**config.mk**
```make
export PLATFORM = sky130hd
export DESIGN_NAME = aluTop
export DESIGN_NICKNAME = d
export VERILOG_FILES = /design/src/verilog/busPkg.sv /design/src/verilog/aluPkg.sv /design/src/verilog/aluIfs.sv /design/src/verilog/aluTop.sv /design/src/verilog/axiLiteSlave.sv /design/src/verilog/execUnit.sv /design/src/verilog/regFile.sv /design/src/verilog/aluCore.sv
export SDC_FILE = /design/constraint.sdc
export NUM_CORES = 1
export LEC_CHECK = 0
export BUFFER_PORTS_ARGS = -buffer_cell sky130_fd_sc_hd__buf_4
export CORE_UTILIZATION = 55
export CTS_BUF_LIST = sky130_fd_sc_hd__clkbuf_8
export DETAILED_ROUTE_END_ITERATION = 8
export PLACE_DENSITY = 0.74
export SKIP_LAST_GASP = 1
export SLEW_MARGIN = 10
export SYNTH_ARGS = -nofsm -noshare
export SYNTH_HDL_FRONTEND = slang
export SYNTH_SLANG_ARGS = --single-unit
```
**constraint.sdc**
```tcl
create_clock -name clk -period 6.5 [get_ports clk]
set_input_delay 0.65 -clock clk [delete_from_list [all_inputs] [get_ports clk]]
set_output_delay 0.65 -clock clk [all_outputs]
set_load 0.05 [all_outputs]
```
**src/verilog/busPkg.sv**
```systemverilog
package busPkg;

	localparam int ADDR_W = 8;
	localparam int AXI_DW = 32;

	// Register map
	localparam logic [ADDR_W-1:0] ADDR_REG0 = 8'h00;
	localparam logic [ADDR_W-1:0] ADDR_REG1 = 8'h04;
	localparam logic [ADDR_W-1:0] ADDR_REG2 = 8'h08;
	localparam logic [ADDR_W-1:0] ADDR_REG3 = 8'h0C;
	localparam logic [ADDR_W-1:0] ADDR_CMD = 8'h10;
	localparam logic [ADDR_W-1:0] ADDR_STATUS = 8'h14; // Read only, C in bit 0 and Z in bit 1

	// Write and read response codes
	localparam logic [1:0] RESP_OKAY = 2'b00;
	localparam logic [1:0] RESP_SLVERR = 2'b10;

endpackage

```
**src/verilog/aluPkg.sv**
```systemverilog
package aluPkg;

	localparam int DATA_W = 16;
	localparam int NUM_REGS = 4;
	localparam int REG_AW = 2;

	// Bit positions in the status word
	localparam int FLAG_C = 0;
	localparam int FLAG_Z = 1;

	// Function codes, any other value is illegal
	typedef enum logic [4:0] {
		FN_A           = 5'h00,
		FN_B           = 5'h01,
		FN_SUB         = 5'h02,
		FN_ADD         = 5'h03,
		FN_A_MINUS_ONE = 5'h04,
		FN_ZERO        = 5'h05,
		FN_NOT         = 5'h06,
		FN_XOR         = 5'h07,
		FN_AND         = 5'h08,
		FN_OR          = 5'h09,
		FN_SHIFT_RIGHT = 5'h10, // Bit 0 picks the shift direction
		FN_SHIFT_LEFT  = 5'h11
	} aluFunc_e;

	typedef struct packed {
		logic shiftOp; // Class bit, low for this view
		aluFunc_e func;
		logic [REG_AW-1:0] dst;
		logic [REG_AW-1:0] srcA;
		logic [REG_AW-1:0] srcB;
		logic carrySel; // Take cin from the stored carry flag
		logic uCin; // Microcode carry-in
		logic [1:0] rsvd;
	} arithCmd_t;

	typedef struct packed {
		logic shiftOp; // Class bit, high for this view
		aluFunc_e func;
		logic [REG_AW-1:0] dst;
		logic [REG_AW-1:0] srcA;
		logic keepZero; // Shift through carry leaves Z alone
		logic [4:0] rsvd;
	} shiftCmd_t;

	typedef union packed {
		arithCmd_t arith;
		shiftCmd_t shift;
	} cmdWord_u;

endpackage
```
**src/verilog/aluIfs.sv**
```systemverilog
// Command launch from the bus slave to the execution unit
interface execIf;
	logic start;
	aluPkg::cmdWord_u cmd;
	logic done;
	logic illegal;
	logic carry;
	logic zero;

	modport master (output start, cmd, input done, illegal, carry, zero);
	modport slave (input start, cmd, output done, illegal, carry, zero);
endinterface

// Register file access, host port plus execution ports
interface regIf;
	logic hostWe;
	logic [aluPkg::REG_AW-1:0] hostAddr;
	logic [aluPkg::DATA_W-1:0] hostWdata;
	logic [aluPkg::DATA_W-1:0] hostRdata;
	logic [aluPkg::REG_AW-1:0] rdAddrA;
	logic [aluPkg::REG_AW-1:0] rdAddrB;
	logic [aluPkg::DATA_W-1:0] rdA;
	logic [aluPkg::DATA_W-1:0] rdB;
	logic execWe;
	logic [aluPkg::REG_AW-1:0] execAddr;
	logic [aluPkg::DATA_W-1:0] execWdata;

	modport host (output hostWe, hostAddr, hostWdata, input hostRdata);
	modport exec (output rdAddrA, rdAddrB, execWe, execAddr, execWdata, input rdA, rdB);
	modport regs (
		input hostWe, hostAddr, hostWdata, rdAddrA, rdAddrB, execWe, execAddr, execWdata,
		output hostRdata, rdA, rdB
	);
endinterface

```
**src/verilog/aluTop.sv**
```systemverilog
module aluTop (
	input  logic clk,
	input  logic rstN,
	input  logic [busPkg::ADDR_W-1:0] awAddr,
	input  logic awValid,
	output logic awReady,
	input  logic [busPkg::AXI_DW-1:0] wData,
	input  logic [busPkg::AXI_DW/8-1:0] wStrb,
	input  logic wValid,
	output logic wReady,
	output logic [1:0] bResp,
	output logic bValid,
	input  logic bReady,
	input  logic [busPkg::ADDR_W-1:0] arAddr,
	input  logic arValid,
	output logic arReady,
	output logic [busPkg::AXI_DW-1:0] rData,
	output logic [1:0] rResp,
	output logic rValid,
	input  logic rReady
);

	execIf execBus ();
	regIf regBus ();

	// Core operands and results
	logic [aluPkg::DATA_W-1:0] aluA;
	logic [aluPkg::DATA_W-1:0] aluB;
	aluPkg::aluFunc_e aluFunc;
	logic aluCin;
	logic aluEn;
	logic shiftEn;
	logic [aluPkg::DATA_W-1:0] aluY;
	logic aluCout;
	logic aluCoutValid;
	logic aluZero;
	logic aluLegal;

	axiLiteSlave slave (
		.clk(clk),
		.rstN(rstN),
		.awAddr(awAddr),
		.awValid(awValid),
		.awReady(awReady),
		.wData(wData),
		.wStrb(wStrb),
		.wValid(wValid),
		.wReady(wReady),
		.bResp(bResp),
		.bValid(bValid),
		.bReady(bReady),
		.arAddr(arAddr),
		.arValid(arValid),
		.arReady(arReady),
		.rData(rData),
		.rResp(rResp),
		.rValid(rValid),
		.rReady(rReady),
		.exec(execBus.master),
		.host(regBus.host)
	);

	execUnit exec (
		.clk(clk),
		.rstN(rstN),
		.ctl(execBus.slave),
		.rf(regBus.exec),
		.a(aluA),
		.b(aluB),
		.func(aluFunc),
		.cin(aluCin),
		.aluEn(aluEn),
		.shiftEn(shiftEn),
		.y(aluY),
		.cout(aluCout),
		.coutValid(aluCoutValid),
		.zero(aluZero),
		.legal(aluLegal)
	);

	regFile regs (
		.clk(clk),
		.rstN(rstN),
		.regs(regBus.regs)
	);

	aluCore core (
		.a(aluA),
		.b(aluB),
		.func(aluFunc),
		.cin(aluCin),
		.aluEn(aluEn),
		.shiftEn(shiftEn),
		.y(aluY),
		.cout(aluCout),
		.coutValid(aluCoutValid),
		.zero(aluZero),
		.legal(aluLegal)
	);

endmodule

```
**src/verilog/axiLiteSlave.sv**
```systemverilog
module axiLiteSlave (
	input  logic clk,
	input  logic rstN,
	input  logic [busPkg::ADDR_W-1:0] awAddr,
	input  logic awValid,
	output logic awReady,
	input  logic [busPkg::AXI_DW-1:0] wData,
	input  logic [busPkg::AXI_DW/8-1:0] wStrb,
	input  logic wValid,
	output logic wReady,
	output logic [1:0] bResp,
	output logic bValid,
	input  logic bReady,
	input  logic [busPkg::ADDR_W-1:0] arAddr,
	input  logic arValid,
	output logic arReady,
	output logic [busPkg::AXI_DW-1:0] rData,
	output logic [1:0] rResp,
	output logic rValid,
	input  logic rReady,
	execIf.master exec,
	regIf.host host
);

	logic acceptQ;
	logic arReadyQ;
	logic bValidQ;
	logic [1:0] bRespQ;
	logic cmdOpen;
	logic startQ;
	aluPkg::cmdWord_u cmdQ;
	logic idle;
	logic wrAccept;
	logic rdAccept;
	logic wrIsReg;
	logic wrIsCmd;
	logic [1:0] cmdResp;
	logic [busPkg::AXI_DW-1:0] statusWord;
	logic [busPkg::AXI_DW-1:0] readWord;
	logic [1:0] readResp;

	assign awReady = acceptQ; // AW and W are taken together
	assign wReady = acceptQ;
	assign arReady = arReadyQ;

	// One transaction at a time, nothing new while a response is pending
	assign idle = !acceptQ && !arReadyQ && !bValidQ && !rValid && !cmdOpen;
	assign wrAccept = acceptQ && awValid && wValid;
	assign rdAccept = arReadyQ && arValid;

	always_comb begin
		wrIsReg = 1'b0;
		wrIsCmd = 1'b0;
		case (awAddr)
			busPkg::ADDR_REG0,
			busPkg::ADDR_REG1,
			busPkg::ADDR_REG2,
			busPkg::ADDR_REG3: wrIsReg = 1'b1;
			busPkg::ADDR_CMD: wrIsCmd = 1'b1;
			default: ; // STATUS and holes answer SLVERR
		endcase
	end

	always_comb begin
		statusWord = '0;
		statusWord[aluPkg::FLAG_C] = exec.carry;
		statusWord[aluPkg::FLAG_Z] = exec.zero;
		readWord = '0;
		readResp = busPkg::RESP_OKAY;
		case (arAddr)
			busPkg::ADDR_REG0,
			busPkg::ADDR_REG1,
			busPkg::ADDR_REG2,
			busPkg::ADDR_REG3: readWord = {{(busPkg::AXI_DW-aluPkg::DATA_W){1'b0}}, host.hostRdata};
			busPkg::ADDR_STATUS: readWord = statusWord;
			default: readResp = busPkg::RESP_SLVERR;
		endcase
	end

	// Host port, the read and write phases never overlap
	assign host.hostWe = wrAccept && wrIsReg;
	assign host.hostAddr = arReadyQ ? arAddr[aluPkg::REG_AW+1:2] : awAddr[aluPkg::REG_AW+1:2];
	assign host.hostWdata = wData[aluPkg::DATA_W-1:0];

	assign exec.start = startQ;
	assign exec.cmd = cmdQ;

	// Command response goes out in the done cycle
	assign cmdResp = exec.illegal ? busPkg::RESP_SLVERR : busPkg::RESP_OKAY;
	assign bValid = bValidQ || (cmdOpen && exec.done);
	assign bResp = bValidQ ? bRespQ : cmdResp;

	always_ff @(posedge clk or negedge rstN) begin
		if (!rstN) begin
			acceptQ <= 1'b0;
			arReadyQ <= 1'b0;
			bValidQ <= 1'b0;
			rValid <= 1'b0;
			cmdOpen <= 1'b0;
			startQ <= 1'b0;
			cmdQ <= '0;
		end else begin
			acceptQ <= 1'b0;
			arReadyQ <= 1'b0;
			startQ <= 1'b0;
			if (idle && awValid && wValid) begin
				acceptQ <= 1'b1; // Writes go first
			end else if (idle && arValid) begin
				arReadyQ <= 1'b1;
			end
			if (wrAccept) begin
				if (wrIsCmd) begin
					startQ <= 1'b1;
					cmdQ <= wData[aluPkg::DATA_W-1:0];
					cmdOpen <= 1'b1;
				end else begin
					bValidQ <= 1'b1;
				end
			end
			if (cmdOpen && exec.done) begin
				cmdOpen <= 1'b0;
				bValidQ <= !bReady; // Hold the response under back-pressure
			end else if (bValidQ && bReady) begin
				bValidQ <= 1'b0;
			end
			if (rdAccept) begin
				rValid <= 1'b1;
			end else if (rValid && rReady) begin
				rValid <= 1'b0;
			end
		end
	end

	always_ff @(posedge clk) begin
		if (wrAccept && !wrIsCmd) begin
			bRespQ <= wrIsReg ? busPkg::RESP_OKAY : busPkg::RESP_SLVERR;
		end else if (cmdOpen && exec.done) begin
			bRespQ <= cmdResp;
		end
		if (rdAccept) begin
			rData <= readWord;
			rResp <= readResp;
		end
	end

endmodule

```
**src/verilog/execUnit.sv**
```systemverilog
module execUnit (
	input  logic clk,
	input  logic rstN,
	execIf.slave ctl,
	regIf.exec rf,
	output logic [aluPkg::DATA_W-1:0] a,
	output logic [aluPkg::DATA_W-1:0] b,
	output aluPkg::aluFunc_e func,
	output logic cin,
	output logic aluEn,
	output logic shiftEn,
	input  logic [aluPkg::DATA_W-1:0] y,
	input  logic cout,
	input  logic coutValid,
	input  logic zero,
	input  logic legal
);

	aluPkg::cmdWord_u cmd;
	logic isShift;
	logic keepZero;
	logic commit;
	logic carryQ;
	logic zeroQ;
	logic doneQ;
	logic illegalQ;

	assign cmd = ctl.cmd;
	assign isShift = cmd.arith.shiftOp; // Class bit sits in the same place in both views

	// Fields that both views keep in the same bits
	assign rf.rdAddrA = cmd.arith.srcA;
	assign rf.execAddr = cmd.arith.dst;
	assign func = cmd.arith.func;

	// Operand fetch per view
	always_comb begin
		if (isShift) begin
			rf.rdAddrB = '0;
			cin = 1'b0; // Shifts take no carry in
			keepZero = cmd.shift.keepZero;
		end else begin
			rf.rdAddrB = cmd.arith.srcB;
			cin = cmd.arith.carrySel ? carryQ : cmd.arith.uCin;
			keepZero = 1'b0;
		end
	end

	assign a = rf.rdA;
	assign b = rf.rdB;
	assign aluEn = !isShift;
	assign shiftEn = isShift;

	// Result lands on the edge that ends the start cycle
	assign commit = ctl.start && legal;
	assign rf.execWe = commit;
	assign rf.execWdata = y;

	always_ff @(posedge clk or negedge rstN) begin
		if (!rstN) begin
			carryQ <= 1'b0;
			zeroQ <= 1'b0;
			doneQ <= 1'b0;
			illegalQ <= 1'b0;
		end else begin
			doneQ <= ctl.start;
			if (ctl.start) begin
				illegalQ <= !legal;
			end
			if (commit) begin
				if (coutValid) begin
					carryQ <= cout;
				end
				if (!keepZero) begin
					zeroQ <= zero;
				end
			end
		end
	end

	assign ctl.done = doneQ;
	assign ctl.illegal = illegalQ; // Held until the next start
	assign ctl.carry = carryQ;
	assign ctl.zero = zeroQ;

endmodule

```
**src/verilog/regFile.sv**
```systemverilog
module regFile (
	input  logic clk,
	input  logic rstN,
	regIf.regs regs
);

	logic [aluPkg::DATA_W-1:0] regQ [aluPkg::NUM_REGS];

	// The bus slave keeps the two writers apart, exec wins if both fire
	always_ff @(posedge clk or negedge rstN) begin
		if (!rstN) begin
			for (int i = 0; i < aluPkg::NUM_REGS; i++) begin
				regQ[i] <= '0;
			end
		end else if (regs.execWe) begin
			regQ[regs.execAddr] <= regs.execWdata;
		end else if (regs.hostWe) begin
			regQ[regs.hostAddr] <= regs.hostWdata;
		end
	end

	// Combinational read ports
	assign regs.rdA = regQ[regs.rdAddrA];
	assign regs.rdB = regQ[regs.rdAddrB];
	assign regs.hostRdata = regQ[regs.hostAddr];

endmodule

```
**src/verilog/aluCore.sv**
```systemverilog
module aluCore (
	input  logic [aluPkg::DATA_W-1:0] a,
	input  logic [aluPkg::DATA_W-1:0] b,
	input  aluPkg::aluFunc_e func,
	input  logic cin,
	input  logic aluEn,
	input  logic shiftEn,
	output logic [aluPkg::DATA_W-1:0] y,
	output logic cout,
	output logic coutValid,
	output logic zero,
	output logic legal
);

	logic [aluPkg::DATA_W-1:0] addB;
	logic [aluPkg::DATA_W:0] sum;
	logic [aluPkg::DATA_W-1:0] yAlu;
	logic [aluPkg::DATA_W-1:0] yShift;
	logic aluArith;
	logic aluLegal;
	logic shiftCout;
	logic shiftLegal;

	// Second adder operand, all arithmetic functions share one 17-bit adder
	always_comb begin
		addB = '0;
		aluArith = 1'b1;
		case (func)
			aluPkg::FN_A: addB = '0;
			aluPkg::FN_SUB: addB = ~b; // Carry out high means no borrow
			aluPkg::FN_ADD: addB = b;
			aluPkg::FN_A_MINUS_ONE: addB = '1;
			default: aluArith = 1'b0;
		endcase
	end

	assign sum = {1'b0, a} + {1'b0, addB} + {{aluPkg::DATA_W{1'b0}}, cin};

	always_comb begin
		yAlu = '0;
		aluLegal = 1'b1;
		case (func)
			aluPkg::FN_A,
			aluPkg::FN_SUB,
			aluPkg::FN_ADD,
			aluPkg::FN_A_MINUS_ONE: yAlu = sum[aluPkg::DATA_W-1:0];
			aluPkg::FN_B: yAlu = b;
			aluPkg::FN_ZERO: yAlu = '0;
			aluPkg::FN_NOT: yAlu = ~a;
			aluPkg::FN_XOR: yAlu = a ^ b;
			aluPkg::FN_AND: yAlu = a & b;
			aluPkg::FN_OR: yAlu = a | b;
			default: aluLegal = 1'b0;
		endcase
	end

	// One-bit shifter, the bit shifted out goes to carry
	always_comb begin
		yShift = '0;
		shiftCout = 1'b0;
		shiftLegal = 1'b1;
		case (func)
			aluPkg::FN_SHIFT_RIGHT: begin
				yShift = {1'b0, a[aluPkg::DATA_W-1:1]};
				shiftCout = a[0];
			end
			aluPkg::FN_SHIFT_LEFT: begin
				yShift = {a[aluPkg::DATA_W-2:0], 1'b0};
				shiftCout = a[aluPkg::DATA_W-1];
			end
			default: shiftLegal = 1'b0;
		endcase
	end

	// Result mux in place of the two output enables
	always_comb begin
		y = '0;
		cout = 1'b0;
		coutValid = 1'b0;
		legal = 1'b0;
		if (shiftEn) begin
			y = yShift;
			cout = shiftCout;
			coutValid = shiftLegal;
			legal = shiftLegal;
		end else if (aluEn) begin
			y = yAlu;
			cout = sum[aluPkg::DATA_W];
			coutValid = aluArith; // Logic functions keep the carry
			legal = aluLegal;
		end
	end

	assign zero = (y == '0);

endmodule

```
==> flow_metrics.env <==
export IMPL_run_status="completed"
export IMPL_antenna_found_initial=0
export IMPL_final_cell_area_sq_mm=0.00948
export IMPL_finalCritPeriodShare_pct=80.6
export IMPL_final_util_pct=61.9
export IMPL_worstPathRequired_ns=6.79
export IMPL_power_leakage_nw=4.11
export IMPL_worst_pin_slew_ns=1.10
export IMPL_synth_main_ff_cell="dfrtp_1"
export IMPL_post_cts_repair_setup_buffers=0
export IMPL_ir_worst_vdd_uv=114
export IMPL_syn_avg_cell_area_sq_um=8.76
export IMPL_viasPerCell=6.75
export IMPL_worstSetupStartpoint="slave.exec.cmd[15]$_DFFE_PN0P_"
export IMPL_cts_sinks=106
export IMPL_synth_area_sq_mm=0.00872
export IMPL_wl_um=27900
export IMPL_cts_repair_resized=0
export IMPL_core_area_sq_mm=0.0153
export IMPL_power_density_mw_per_mm2=149
export IMPL_grt_pass1_vias=8159
export IMPL_die_area_sq_mm=0.0164
export IMPL_io_pins=100
export IMPL_r2r_start="slave.exec.cmd[15]$_DFFE_PN0P_"
export IMPL_p_sw_w=0.000419
export IMPL_synth_most_common_cell="a21oi_1"
export IMPL_cts_root_buf="clkbuf_8"
export IMPL_route_detailed_drc=0
export IMPL_diodes=0
export IMPL_synth_common_cells="97 x a21oi_1, 89 x nor2_1, 88 x dfrtp_1"
export IMPL_yosysUniqueCellTypes=82
export IMPL_grtUsageMet2_pct=54.9
export IMPL_grt_max_degree=58
export IMPL_dp_hpwl_um=19600
export IMPL_cts_hold_buf=0
export IMPL_power_frac_clock_pct=33.5
export IMPL_top_register="regs.regQ"
export IMPL_grt_use_met3_pct=7.35
export IMPL_die_width_um=128
export IMPL_setup_tns_final_ns=0
export IMPL_num_nets_final=1124
export IMPL_critPathLaunchType="flop"
export IMPL_numCtsBuffers=9
export IMPL_overflow=0
export IMPL_ant_nets=0
export IMPL_placed_cells=1217
export IMPL_cp_arrival_ns=5.54
export IMPL_critical_path_class="flop to flop"
export IMPL_drt_pass1_iterations=7
export IMPL_ys_seq_area_share_pct=31.5
export IMPL_pre_cts_ws_ns=1.41
export IMPL_clock_fmax_mhz=191
export IMPL_ys_seq_elements=106
export IMPL_setup_violations=0
export IMPL_period_minus_slack_ns=5.24
export IMPL_gp_congestion=0.917
export IMPL_dieHeight_um=128
export IMPL_finalWorstSetupSlack_ns=1.26
export IMPL_fin_cells=1233
export IMPL_grt_use_total_pct=35.7
export IMPL_htree_num_levels=3
export IMPL_p_comb_share_pct=17.1
export IMPL_ys_warn_count=0
export IMPL_synth_top_area_cell="dfrtp_1"
export IMPL_ys_top_cells_by_area="dfrtp_1 25%, mux4_2 6.7%, ha_1 6.6%, edfxtp_1 6.2%, a21oi_1 5.6%"
export IMPL_rows=45
export IMPL_cts_clk_slew_worst_paths_ns=0.11
export IMPL_max_cap_violations=0
export IMPL_p_int_w=0.000997
export IMPL_critPathCaptureType="flop"
export IMPL_met1_usage_pct=46.4
export IMPL_drive_gt1_share_pct=15.8
export IMPL_syn_inst=995
export IMPL_fillers=1357
export IMPL_seqPwrFrac_pct=49.4
export IMPL_hold_viol=0
export IMPL_vias=8319
export IMPL_crit_fanout=16
export IMPL_finalClockSkew_ns=0.00978
export IMPL_wl_per_cell_um=22.7
export IMPL_place_area_sq_mm=0.00925
export IMPL_grt_busiest_layer="met2"
export IMPL_min_delay_path_class="input port to async pin"
export IMPL_area_growth_pct=8.78
export IMPL_synthDominantCellAreaShare_pct=25.3
export IMPL_slew_viol_final=0
export IMPL_cts_buffer_depth=2
export IMPL_synth_edf_count=18
export IMPL_drt_iter0_drc=1130
export IMPL_initial_utilization_pct=56.9
export IMPL_async_flop_share_pct=83.0
export IMPL_io_buffers=61
export IMPL_clkLatencyLatePin_ns=0.39
export IMPL_cts_tree="yes"
export IMPL_rsz0062_at_grt="false"
export IMPL_switching_share_pct=29.6
export IMPL_grt_pass1_wl_um=44200
export IMPL_largest_reg_flops=64
export IMPL_slew_headroom_pct=26.6
-- cells by family after synthesis --
| logic type | synth area share [%] |
|---|---|
| AOI/OAI and AO/OA | 24.8 |
| and+or+nand+nor | 16.4 |
| buffers and inverters | 7.13 |
| DFF | 31.5 |
| muxes | 11.0 |
| adders and majority gates | 7.06 |
| xor gates and xnor gates | 2.21 |
| other | 0.0430 |
-- worst paths after layout --
kind | endpoint | slack [ns] | cells after the start
hold reg to reg | slave.cmdOpen$_DFFE_PN0P_ | 0.49 | 1
setup reg to reg | exec.ctl.zero$_DFFE_PN0P_ | 1.26 | 14
setup / recovery | exec.ctl.zero$_DFFE_PN0P_ | 1.26 | 14
min in group clk | slave.bValidQ$_DFFE_PN0P_ | 0.42 | 2
hold / removal | slave.exec.cmd[9]$_DFFE_PN0P_ | 0.18 | 1
max in group asynchronous | regs.regQ[30]$_DFFE_PN0P_ | 5.20 | 2
-- cell usage in the layout (no fill, tap or decap), types with 23 or more instances in the layout --
cell type  instances
o22ai_1           25
dfrtp_1           88
o21ai_0           52
a21oi_1           97
a211oi_1          23
inv_1             46
ha_1              46
mux4_2            26
nand2_1           77
buf_4             80
nor2b_1           26
nor2_1            88
-- power groups by stage --
stage          Clock, W  Combinational, W  Sequential, W
6_report       0.000474          0.000242       0.000700
5_1_grt        0.000501          0.000256       0.000702
2_1_floorplan         0          0.000136       0.000736
3_5_place_dp          0          0.000238       0.000713
3_3_place_gp          0          0.000235       0.000712
4_1_cts        0.000480          0.000238       0.000700
-- area by class of cell --
cell class                 count  area, sq um  share of cell area [%]
timing repair buffer          80          601                    6.33
clock inverter                 7          109                    1.15
multi-input combinational    772         5460                    57.6
inverter                      48          180                    1.90
clock buffer                   9          124                    1.31
tap                          211          264                    2.78
sequential                   106         2740                    28.9
-- routing by layer --
metal	vias up	share of wire, %
met3	115	11
met4	0	6.0
met2	609	44
met1	3906	39
li1	3689	-
met5	-	0
-- stage by stage --
| stage | power (W) | hold slack [ns] |
|---|---|---|
| 6_report | 0.00142 | 0.181 |
| 5_1_grt | 0.00146 | 0.207 |
| 4_1_cts | 0.00142 | 0.183 |
| 3_5_place_dp | 0.000950 | 0.470 |
| 3_3_place_gp | 0.000948 | 0.445 |
| 2_1_floorplan | 0.000872 | 0.354 |
-- critical path, cell delays in order, from the launching register on --
cell	delay [ns]
dfrtp_1	0.68
buf_4	0.30
nand2b_1	0.56
nand2_1	0.11
a31oi_1	0.58
xnor2_1	0.19
o21ai_0	0.10
ha_1	0.39
and4_1	0.23
a21o_1	0.19
o2111ai_1	0.35
a211oi_1	0.16
o31ai_1	0.79
nand3_1	0.20
o32ai_1	0.30
Note: power is estimated with default switching activity, not from simulation.
